==> src/design/sweepAcq_defs.svh <==
`ifndef SWEEPACQ_DEFS_SVH
`define SWEEPACQ_DEFS_SVH

// Data words in one front-end hit packet
`define PACKET_WORDS 10

// Cycles between config-done and acquisition start
// Short value for simulation, the board uses far more
`define SC_SETTLE_DELAY 40

// Entries in the acquisition data FIFO, power of two
`define FIFO_DEPTH 32

//////////////////////////////////////////////////////////////////////
// Frame marker words
//////////////////////////////////////////////////////////////////////

// ASCII "SA" opens a sweep frame
`define HEADER_WORD 16'h5341
`define TAIL_WORD 16'hFF45
// Top nibble of each step marker
`define DAC_MARK 4'hD

`endif

==> src/design/sweepAcqPkg.sv <==
`default_nettype none

package sweepAcqPkg;

    // One word on the front-end or output stream
    typedef struct packed {
        logic [15:0] Data;
        logic        Valid;
    } acqWord_t;

    // Sweep parameters, sampled at sweep start
    typedef struct packed {
        logic [9:0]  StartDac;
        logic [9:0]  EndDac;
        logic [15:0] MaxPackageNumber;
    } sweepCfg_t;

    typedef enum logic [3:0] {
        Idle,
        HeaderOut,
        StepOut,
        LoadSc,
        WaitLoad,
        StartAcq,
        WaitPacket,
        ReadWord,
        WaitWord,
        OutWord,
        CheckStep,
        CheckAll,
        TailOut,
        WaitDone,
        AllDone
    } sweepState_e;

endpackage

`default_nettype wire

==> src/design/acqDataFifo.sv <==
`timescale 1ns/1ps
`default_nettype none

`include "sweepAcq_defs.svh"

module acqDataFifo #(
    parameter int Depth = `FIFO_DEPTH
) (
    input  logic                  Clk,
    input  logic                  reset_n,
    input  sweepAcqPkg::acqWord_t Wr,
    input  logic                  RdEn,
    output logic [15:0]           RdData,
    output logic                  Empty,
    output logic                  Full
);

    localparam int AddrWidth = $clog2(Depth);

    logic [15:0]        mem [Depth];
    // Extra pointer bit tells full from empty
    logic [AddrWidth:0] wrPtr;
    logic [AddrWidth:0] rdPtr;
    logic               doWrite;
    logic               doRead;

    assign doWrite = Wr.Valid && !Full;
    assign doRead  = RdEn && !Empty;
    assign Empty   = (wrPtr == rdPtr);
    assign Full    = (wrPtr[AddrWidth] != rdPtr[AddrWidth]) &&
                     (wrPtr[AddrWidth-1:0] == rdPtr[AddrWidth-1:0]);

    always_ff @(posedge Clk or negedge reset_n) begin
        if (!reset_n) begin
            wrPtr <= '0;
            rdPtr <= '0;
        end else begin
            if (doWrite) wrPtr <= wrPtr + 1'b1;
            if (doRead)  rdPtr <= rdPtr + 1'b1;
        end
    end

    // Storage and registered read port
    always_ff @(posedge Clk) begin
        if (doWrite) mem[wrPtr[AddrWidth-1:0]] <= Wr.Data;
        if (doRead)  RdData <= mem[rdPtr[AddrWidth-1:0]];
    end

endmodule

`default_nettype wire

==> src/design/scParamLoader.sv <==
`timescale 1ns/1ps
`default_nettype none

module scParamLoader (
    input  logic       Clk,
    input  logic       reset_n,
    input  logic       LoadSc,
    input  logic [9:0] ScCode,
    output logic       ScData,
    output logic       ScShift,
    output logic       ConfigDone
);

    logic [9:0] shiftReg;
    logic [3:0] bitsLeft;
    logic       startLoad;

    // A load request during a shift is dropped
    assign startLoad = LoadSc && !ScShift;

    // MSB of the shift register drives the chain
    assign ScData = shiftReg[9];

    always_ff @(posedge Clk or negedge reset_n) begin
        if (!reset_n) begin
            ScShift    <= 1'b0;
            ConfigDone <= 1'b0;
            bitsLeft   <= 4'd0;
        end else begin
            ConfigDone <= 1'b0;
            if (startLoad) begin
                ScShift  <= 1'b1;
                bitsLeft <= 4'd9;
            end else if (ScShift) begin
                if (bitsLeft == 4'd0) begin
                    ScShift    <= 1'b0;
                    ConfigDone <= 1'b1;
                end else begin
                    bitsLeft <= bitsLeft - 4'd1;
                end
            end
        end
    end

    always_ff @(posedge Clk) begin
        if (startLoad) begin
            shiftReg <= ScCode;
        end else if (ScShift) begin
            shiftReg <= {shiftReg[8:0], 1'b0};
        end
    end

endmodule

`default_nettype wire

==> src/design/sweepAcqControl.sv <==
`timescale 1ns/1ps
`default_nettype none

`include "sweepAcq_defs.svh"

module sweepAcqControl (
    input  logic                   Clk,
    input  logic                   reset_n,
    input  logic                   SweepStart,
    input  logic                   DataTransmitDone,
    input  sweepAcqPkg::sweepCfg_t Cfg,
    input  sweepAcqPkg::acqWord_t  FrontEnd,
    input  logic                   ConfigDone,
    input  logic [15:0]            RdData,
    output logic                   AcqStart,
    output logic                   OneDacDone,
    output logic                   AcqDone,
    output logic                   LoadSc,
    output logic [9:0]             ScCode,
    output logic                   RdEn,
    output sweepAcqPkg::acqWord_t  SweepOut
);
    import sweepAcqPkg::*;

    localparam logic [3:0]  lastWordIdx = 4'(`PACKET_WORDS - 1);
    localparam logic [15:0] settleCycles = 16'(`SC_SETTLE_DELAY);

    sweepState_e state;
    sweepCfg_t   cfgReg;
    logic [9:0]  curDac;
    logic [15:0] settleCnt;
    logic [15:0] pktCount;
    logic [3:0]  wordCnt;
    logic [3:0]  fillCnt;
    logic [2:0]  pendingPkts;
    logic        packetDone;
    logic        packetReady;
    logic        packetTaken;

    // The ASIC chain expects the DAC code LSB first
    function automatic logic [9:0] reverseBits(input logic [9:0] code);
        logic [9:0] rev;
        for (int i = 0; i < 10; i++) begin
            rev[i] = code[9 - i];
        end
        return rev;
    endfunction

    //////////////////////////////////////////////////////////////////////
    // Front-end packet tracking
    //////////////////////////////////////////////////////////////////////

    assign packetDone  = FrontEnd.Valid && (fillCnt == lastWordIdx);
    assign packetReady = (pendingPkts != 3'd0);
    assign packetTaken = (state == WaitPacket) && packetReady;

    always_ff @(posedge Clk or negedge reset_n) begin
        if (!reset_n) begin
            fillCnt     <= 4'd0;
            pendingPkts <= 3'd0;
        end else begin
            if (FrontEnd.Valid) begin
                fillCnt <= packetDone ? 4'd0 : fillCnt + 4'd1;
            end
            // Complete packets sitting in the FIFO, not yet read out
            case ({packetDone, packetTaken})
                2'b10:   pendingPkts <= pendingPkts + 3'd1;
                2'b01:   pendingPkts <= pendingPkts - 3'd1;
                default: pendingPkts <= pendingPkts;
            endcase
        end
    end

    //////////////////////////////////////////////////////////////////////
    // Sweep FSM
    //////////////////////////////////////////////////////////////////////

    always_ff @(posedge Clk or negedge reset_n) begin
        if (!reset_n) begin
            state      <= Idle;
            curDac     <= 10'd0;
            settleCnt  <= 16'd0;
            pktCount   <= 16'd0;
            wordCnt    <= 4'd0;
            AcqStart   <= 1'b0;
            OneDacDone <= 1'b0;
            AcqDone    <= 1'b0;
            LoadSc     <= 1'b0;
            RdEn       <= 1'b0;
            SweepOut   <= '0;
        end else begin
            // Strobes are high for one cycle only
            SweepOut.Valid <= 1'b0;
            OneDacDone     <= 1'b0;
            LoadSc         <= 1'b0;
            RdEn           <= 1'b0;

            case (state)
                Idle: begin
                    if (SweepStart) begin
                        SweepOut.Data <= `HEADER_WORD;
                        curDac        <= Cfg.StartDac;
                        pktCount      <= 16'd0;
                        wordCnt       <= 4'd0;
                        state         <= HeaderOut;
                    end
                end
                HeaderOut: begin
                    SweepOut.Valid <= 1'b1;
                    state          <= StepOut;
                end
                StepOut: begin
                    SweepOut.Data <= {`DAC_MARK, 2'b00, curDac};
                    state         <= sweepAcqPkg::LoadSc;
                end
                // Port LoadSc hides the state of the same name here
                sweepAcqPkg::LoadSc: begin
                    SweepOut.Valid <= 1'b1;
                    LoadSc         <= 1'b1;
                    state          <= WaitLoad;
                end
                WaitLoad: begin
                    if (settleCnt == 16'd0) begin
                        if (ConfigDone) begin
                            settleCnt <= 16'd1;
                        end
                    end else if (settleCnt == settleCycles) begin
                        settleCnt <= 16'd0;
                        state     <= StartAcq;
                    end else begin
                        settleCnt <= settleCnt + 16'd1;
                    end
                end
                StartAcq: begin
                    AcqStart <= 1'b1;
                    state    <= WaitPacket;
                end
                WaitPacket: begin
                    if (packetReady) begin
                        RdEn  <= 1'b1;
                        state <= ReadWord;
                    end
                end
                ReadWord: begin
                    state <= WaitWord;
                end
                WaitWord: begin
                    SweepOut.Data <= RdData;
                    state         <= OutWord;
                end
                OutWord: begin
                    SweepOut.Valid <= 1'b1;
                    if (wordCnt != lastWordIdx) begin
                        RdEn    <= 1'b1;
                        wordCnt <= wordCnt + 4'd1;
                        state   <= ReadWord;
                    end else begin
                        wordCnt <= 4'd0;
                        state   <= CheckStep;
                    end
                end
                CheckStep: begin
                    if (pktCount + 16'd1 < cfgReg.MaxPackageNumber) begin
                        pktCount <= pktCount + 16'd1;
                        state    <= WaitPacket;
                    end else begin
                        pktCount   <= 16'd0;
                        AcqStart   <= 1'b0;
                        OneDacDone <= 1'b1;
                        state      <= CheckAll;
                    end
                end
                CheckAll: begin
                    if (curDac != cfgReg.EndDac) begin
                        curDac <= curDac + 10'd1;
                        state  <= StepOut;
                    end else begin
                        SweepOut.Data <= `TAIL_WORD;
                        state         <= TailOut;
                    end
                end
                TailOut: begin
                    SweepOut.Valid <= 1'b1;
                    state          <= WaitDone;
                end
                WaitDone: begin
                    AcqDone <= 1'b1;
                    state   <= AllDone;
                end
                AllDone: begin
                    // Hold done until the link has shipped the frame
                    if (DataTransmitDone) begin
                        AcqDone <= 1'b0;
                        state   <= Idle;
                    end
                end
                default: state <= Idle;
            endcase
        end
    end

    // Sweep parameters and loader code
    always_ff @(posedge Clk) begin
        if (state == Idle && SweepStart) begin
            cfgReg <= Cfg;
        end
        if (state == StepOut) begin
            ScCode <= reverseBits(curDac);
        end
    end

endmodule

`default_nettype wire

==> src/design/sweepAcqTop.sv <==
`timescale 1ns/1ps
`default_nettype none

`include "sweepAcq_defs.svh"

module sweepAcqTop (
    input  logic                   Clk,
    input  logic                   reset_n,
    input  logic                   SweepStart,
    input  logic                   DataTransmitDone,
    input  sweepAcqPkg::sweepCfg_t Cfg,
    input  sweepAcqPkg::acqWord_t  FrontEnd,
    output sweepAcqPkg::acqWord_t  SweepOut,
    output logic                   AcqStart,
    output logic                   OneDacDone,
    output logic                   AcqDone,
    output logic                   ScData,
    output logic                   ScShift,
    output logic                   FifoFull
);

    logic        loadSc;
    logic [9:0]  scCode;
    logic        configDone;
    logic        rdEn;
    logic [15:0] rdData;

    sweepAcqControl control0 (
        .Clk              (Clk),
        .reset_n          (reset_n),
        .SweepStart       (SweepStart),
        .DataTransmitDone (DataTransmitDone),
        .Cfg              (Cfg),
        .FrontEnd         (FrontEnd),
        .ConfigDone       (configDone),
        .RdData           (rdData),
        .AcqStart         (AcqStart),
        .OneDacDone       (OneDacDone),
        .AcqDone          (AcqDone),
        .LoadSc           (loadSc),
        .ScCode           (scCode),
        .RdEn             (rdEn),
        .SweepOut         (SweepOut)
    );

    scParamLoader loader0 (
        .Clk        (Clk),
        .reset_n    (reset_n),
        .LoadSc     (loadSc),
        .ScCode     (scCode),
        .ScData     (ScData),
        .ScShift    (ScShift),
        .ConfigDone (configDone)
    );

    // Empty is only used inside the FIFO
    acqDataFifo #(
        .Depth (`FIFO_DEPTH)
    ) fifo0 (
        .Clk     (Clk),
        .reset_n (reset_n),
        .Wr      (FrontEnd),
        .RdEn    (rdEn),
        .RdData  (rdData),
        .Empty   (),
        .Full    (FifoFull)
    );

endmodule

`default_nettype wire

==> config.mk <==
export PLATFORM = sky130hd
export DESIGN_NAME = sweepAcqTop
export DESIGN_NICKNAME = d
export VERILOG_FILES = /design/src/design/sweepAcqPkg.sv /design/src/design/acqDataFifo.sv /design/src/design/scParamLoader.sv /design/src/design/sweepAcqControl.sv /design/src/design/sweepAcqTop.sv
export VERILOG_INCLUDE_DIRS = /design/src /design/src/design
export SDC_FILE = /design/constraint.sdc
export NUM_CORES = 1
export LEC_CHECK = 0
export BUFFER_PORTS_ARGS = -buffer_cell sky130_fd_sc_hd__buf_2
export CELL_PAD_IN_SITES_DETAIL_PLACEMENT = 0
export CELL_PAD_IN_SITES_GLOBAL_PLACEMENT = 1
export CORE_AREA = 2 2 307 309
export DETAILED_ROUTE_END_ITERATION = 10
export DIE_AREA = 0 0 309 311
export PLACE_DENSITY_LB_ADDON = 0.15
export SYNTH_ARGS = -nofsm -noshare
export SYNTH_HDL_FRONTEND = slang
export SYNTH_SLANG_ARGS = --single-unit
==> constraint.sdc <==
create_clock -name Clk -period 3.5 [get_ports Clk]
set_input_delay 0.175 -clock Clk [delete_from_list [all_inputs] [get_ports Clk]]
set_output_delay 0.175 -clock Clk [all_outputs]
set_load 0.01 [all_outputs]
### Word-level counts from Yosys, hierarchy flattened

Memories as Yosys holds them, arrays and structs flattened. A register that Yosys moved wholly into a read port is not among the register bits.
Cells that the tools add are included.

| storage, ports and cells | value |
|---|---|
| flip-flop bits (word level) | 143 |
| RAM bits | 512 |
| input bits | 57 |
| output and inout port bits | 23 |
| logic and storage cells | 150 |
| memories kept | 1 |

Memories:

| name | depth | width | rd ports | clocked after memory_dff | write ports | line | source |
|---|---|---|---|---|---|---|---|
| fifo0.mem | 32 | 16 | 1 | 1 | 1 | acqDataFifo.sv:20 | `logic [15:0] mem [Depth];` |

| operators by class | value |
|---|---|
| add/sub/neg operators | 10 |
| magnitude comparators | 1 |
| equal/unequal tests | 33 |
| muxes and demuxes | 50 |
| reductions and logical operators | 32 |

Operator list:

| kind | count |
|---|---|
| 16-bit 2-to-1 mux | 7 |
| 16-bit one-hot mux with 4 select lines | 1 |
| 4-bit one-hot mux with 15 select lines | 1 |
| 4-bit 2-to-1 mux | 14 |
| 10-bit 2-to-1 mux | 4 |
| 16-bit by 1-bit adder with 16-bit output (second input constant) | 2 |
| 4-bit equality test (second input constant) | 8 |
| 16-bit one-hot mux with 2 select lines | 1 |
| 10-bit one-hot mux with 2 select lines | 1 |
| 16-bit by 6-bit equality test with 1-bit output (second input constant) | 1 |
| 4-bit by 3-bit equality test with 1-bit output (second input constant) | 4 |
| 16-bit zero test | 1 |
| 16-bit < comparator | 1 |
| 1-bit 2-to-1 mux | 16 |
| 2-bit nonzero test | 7 |
| 6-bit by 1-bit adder with 6-bit output (second input constant) | 2 |
| 2-bit AND reduction | 6 |
| 10-bit by 1-bit adder with 10-bit output (second input constant) | 1 |
| 10-bit != test | 1 |
| 2-bit by 1-bit != test with 1-bit output (second input constant) | 5 |
| 2-bit != test (second input constant) | 5 |
| 4-bit by 1-bit adder with 4-bit output (second input constant) | 2 |
| 4-bit by 2-bit equality test with 1-bit output (second input constant) | 2 |
| 4-bit zero test | 2 |
| other kinds (20) | 31 |

### Logic depth before layout (Yosys ltp)

| logic depth | value |
|---|---|
| depth after elaboration | 6 |
| gate-level depth with buffers | 11 |
| gate-level depth less buffers | 10 |

### Hierarchy

A second synthesis with hierarchy kept.

| second synthesis, totals | value |
|---|---|
| cell total of the unflattened synthesis | 1570 |
| area, all modules | 27411.3 um^2 |

Modules (own cells, without submodules):

| module | instances | cells each | area an instance (um^2) |
|---|---|---|---|
| acqDataFifo | 1 | 895 | 20447.1 |
| sweepAcqControl | 1 | 629 | 6228.5 |
| scParamLoader | 1 | 46 | 735.7 |

### Worst setup path before layout

Ideal clock, no wire load.

| path | value |
|---|---|
| path kind | register -> register |
| from | register control0.pktCount[2] |
| to | register control0.pktCount[0] |
| setup time | 0.125 ns |
| arrival time | 2.737 ns |
| required time | 3.375 ns |
| setup slack | 0.638 ns |
| stages on the path, launching flop included | 12 |
| buffers on the path | 1 |
| cells stage by stage | dfrtp_1 > and3_1 > buf_2 > nand4_1 > or3_1 > xnor2_1 > ha_1 > nand4_1 > a211o_1 > o32ai_2 > nor2_4 > mux2_2 |

| on the way | value |
|---|---|
| word-level cells in the longest chain between the ends | 4 |

Ends and longest elaborated chain:

| element | line | source |
|---|---|---|
| start: declaration | sweepAcqControl.sv:32 | `logic [15:0] pktCount;` |
| start signal: assignment | sweepAcqControl.sv:164 | `pktCount <= pktCount + 16'd1;` |
| 16-bit by 1-bit adder with 16-bit output | sweepAcqControl.sv:163 | `if (pktCount + 16'd1 < cfgReg.MaxPackageNumber) begin` |
| 16-bit < comparator | sweepAcqControl.sv:163 |  |
| 16-bit 2-to-1 mux | sweepAcqControl.sv:163 |  |
| 16-bit one-hot mux with 2 select lines | sweepAcqControl.sv:98 | `case (state)` |

Every way passes these cells.
A chain may end at the register's enable or synchronous reset.

### Worst setup path after layout

Ends and elaborated chain as after synthesis.

==> results.py <==
metrics = {
    "hold_path": {
        "hold_path_class": "in -> reg",
        "hold_path_end": "fifo0.mem[2][9]$_DFFE_PP_",
        "min_from": "FrontEnd[10]",
        "worstHoldPathCells": 1,
    },
    "worst_setup_path": {
        "critPathArrivalTime_ns": 3.73,
        "r2r_slack_ns": 0.34,
        "crit_type": "reg -> reg",
        "startpoint": "control0.pktCount[2]$_DFFE_PN0P_",
        "cp.required_ns": 4.07,
        "worstSetupStartpointType": "register",
        "r2r_end": "control0.pktCount[0]$_DFFE_PN0P_",
        "critPathMaxFanout": 9,
        "crit-reg2reg-launch": "control0.pktCount[2]$_DFFE_PN0P_",
        "rr_worst_depth": 11,
        "crit_path_end_kind": "register",
    },
    "timing": {
        "finalSetupTns_ns": 0,
        "fin_crit_sh_pct": 90.3,
        "clock.fmax_mhz": 317,
        "worstMarginPinSlew_ns": 0.916,
        "setup_violations": 0,
        "grt_setup_unrepaired": "no",
        "max-slew-margin-rel_pct": 38.7,
        "period_minus_slack_ns": 3.16,
        "fin_worst_skew_ns": 0.0227,
        "hold_viol": 0,
        "setup_ws_ns": 0.341,
        "slew_violations": 0,
    },
    "routing": {
        "vias_per_cell": 4.77,
        "wire_per_inst_um": 21.8,
        "drtIter0Drc": 1096,
        "wl_um": 66800,
        "num_vias": 14600,
        "drt_first_pass_iters": 5,
        "ant_nets": 0,
        "post-route-drc-count": 0,
    },
    "run": {
        "drv_cap": 0,
    },
    "synth": {
        "seq_area_frac_synth_pct": 71.4,
        "syn_nets": 1642,
        "synth_edf_count": 574,
        "netlist_instances": 1554,
        "yosysUniqueCellTypes": 78,
        "yosysMostFrequentCell": "edfxtp_1",
        "syn_area_sq_mm": 0.0276,
        "synth.largest_area_cell": "edfxtp_1",
        "async_flop_share_pct": 14.5,
        "synth_area_leaders": "edfxtp_1 63%, mux4_2 10%, dfrtp_1 8.8%",
        "yosysTopAreaCellShare_pct": 62.6,
        "ys_warn_count": 0,
        "ys_ff_latch": 671,
        "synth_flop_cell": "edfxtp_1",
        "synth_commonest_cells": "574 x edfxtp_1, 128 x mux4_2, 97 x dfrtp_1",
        "synth_area_per_cell_sq_um": 17.7,
    },
    "placed_design": {
        "gp_congestion": 0.778,
        "dp_cells": 2880,
        "port-buffer-count": 79,
        "dpl.hpwl_um": 42000,
        "dp_slack_ns": 0.356,
    },
    "clocking": {
        "numCtsBuffers": 79,
        "worstSkewPairLatency_ns": 0.63,
        "root_buffer": "clkbuf_16",
        "holdBufCountCts": 40,
        "cts_buffer_depth": 3,
        "htreeDepth": 3,
        "clock-sinks": 671,
        "cts_tree": "done",
        "clkSlewWorstSetupHoldPaths_ns": 0.06,
        "post-cts-setup-buffers": 0,
        "post_cts_resized": 0,
    },
    "die": {
        "rows": 112,
        "die_h_um": 311,
        "die_x_um": 309,
        "fp.dieArea_sq_mm": 0.0961,
        "start_util_pct": 29.7,
        "core_region_area_sq_mm": 0.0928,
        "pin_count": 80,
    },
    "layout": {
        "n_antenna_cell": 0,
        "fin_util_pct": 35.1,
        "nets": 1835,
        "drive_above_1_share_pct": 23.1,
        "synthToLayoutAreaGrowth_pct": 18.2,
        "layout.cells.non_filler": 3064,
    },
    "run_status": {
        "status": "finished, final reports clean",
    },
    "global_routing": {
        "grt_pass1_vias": 15300,
        "grt_usage_pct": 14.0,
        "antenna_found_initial": 1,
        "grt_overflow_total": 0,
        "grt_start_max_net_pins": 52,
        "grt_pass1_wl_um": 101000,
    },
    "pwr": {
        "ir_worst_vdd_uv": 433,
        "powerDensity_mw_per_mm2": 792,
        "leakage_nw": 11.2,
    },
}
==> placed cells by master, fill, tap and decap left out, drive strengths merged, types with 6 or more instances in the layout <==
cell,instances
mux2,12
clkbuf,106
dfrtp,97
dlygate4sd3,40
xnor2,20
and4,7
nor4,9
a21o,13
a21oi,41
and2,6
a2bb2oi,7
or3,7
nand4,13
edfxtp,574
xor2,23
inv,50
a22o,26
a31oi,9
ha,30
mux2i,65
clkinv,31
o22ai,8
nand2,71
buf,150
nor2,68
mux4,128
nand3,36
a221oi,16
nor3,12
a211oi,10
nand2b,11
o21ai,42
==> metrics by stage <==
step / hold WS (ns) / instance area, sq um / total power (W)
after floorplan: -0.121 / 27600 / 0.0156
after global placement: 0.250 / 29700 / 0.0183
after detailed placement: 0.260 / 29700 / 0.0184
after CTS: 0.0311 / 32600 / 0.0263
after global routing: 0.0714 / 32600 / 0.0272
final: 0.0697 / 32600 / 0.0258
==> registers in the layout (all words and copies together) (netlist names), 10 cells and up <==
name,count
control0.settleCnt,16
control0.ScCode,10
control0.SweepOut,17
loader0.shiftReg,10
control0.curDac,10
control0.pktCount,16
fifo0.mem,512
fifo0.RdData,16
control0.cfgReg,26
==> critical path: stages, from the launching register on <==
cell and delay (ns):
dfrtp_1 0.41, and3_1 0.32, nand4_1 0.24, nor3_1 0.27
xor2_1 0.24, ha_1 0.29, a21o_1 0.18, a2111oi_0 0.40
o21ai_1 0.11, buf_4 0.20, nor2_4 0.24, mux2_2 0.20
==> power by group <==
part           switching (W)  internal (W)  total, W  leakage (nW)
Sequential          0.000830       0.00982    0.0106          6.41
Clock                0.00329       0.00447   0.00776          1.19
Combinational        0.00412       0.00326   0.00738          3.64
Total                0.00824        0.0175    0.0258          11.2
==> area by class of cell <==
| class | count | area [sq um] |
|---|---|---|
| timing repair buffer | 190 | 1420 |
| sequential | 671 | 19700 |
| clock buffer | 106 | 2140 |
| fill | 8902 | 60200 |
| multi-input combinational | 759 | 7310 |
| clock inverter | 38 | 284 |
| inverter | 46 | 173 |
| tap | 1254 | 1570 |
==> per-layer routing <==
layer  part of all wire [%]  routed length, um  global-route usage (%)  vias up
met5                      0                  0                       0        -
li1                       -                  -                       -     6606
met3                    3.3               2190                    2.19       98
met2                     47              31500                    22.6      272
met4                    2.2               1460                    3.87        0
met1                     47              31600                    19.6     7646
==> how the worst max path moves through the flow <==
stage / slack [ns] / endpoint / depth (start not counted)
final: 0.34 / control0.pktCount[0]$_DFFE_PN0P_ / 11
after detailed placement: 0.36 / control0.pktCount[0]$_DFFE_PN0P_ / 11
after global routing: 0.05 / control0.pktCount[0]$_DFFE_PN0P_ / 11
after global placement: 0.24 / control0.pktCount[0]$_DFFE_PN0P_ / 11
after floorplan: 0.64 / control0.pktCount[0]$_DFFE_PN0P_ / 11
after CTS: 0.34 / control0.pktCount[0]$_DFFE_PN0P_ / 11
==> kinds of logic (layout without fill, tap and decap cells) <==
group / count (synthesis) / count (layout) / share of synthesized area [%]
compound gates: 210 / 210 / 5.36
xor+xnor: 43 / 43 / 1.39
fa+ha+maj: 31 / 31 / 1.43
buf+inv: 124 / 380 / 2.13
flops: 671 / 671 / 71.4
mux: 205 / 205 / 13.3
simple gates: 270 / 270 / 5.00
No activity file was read; power rests on OpenSTA's default activity.
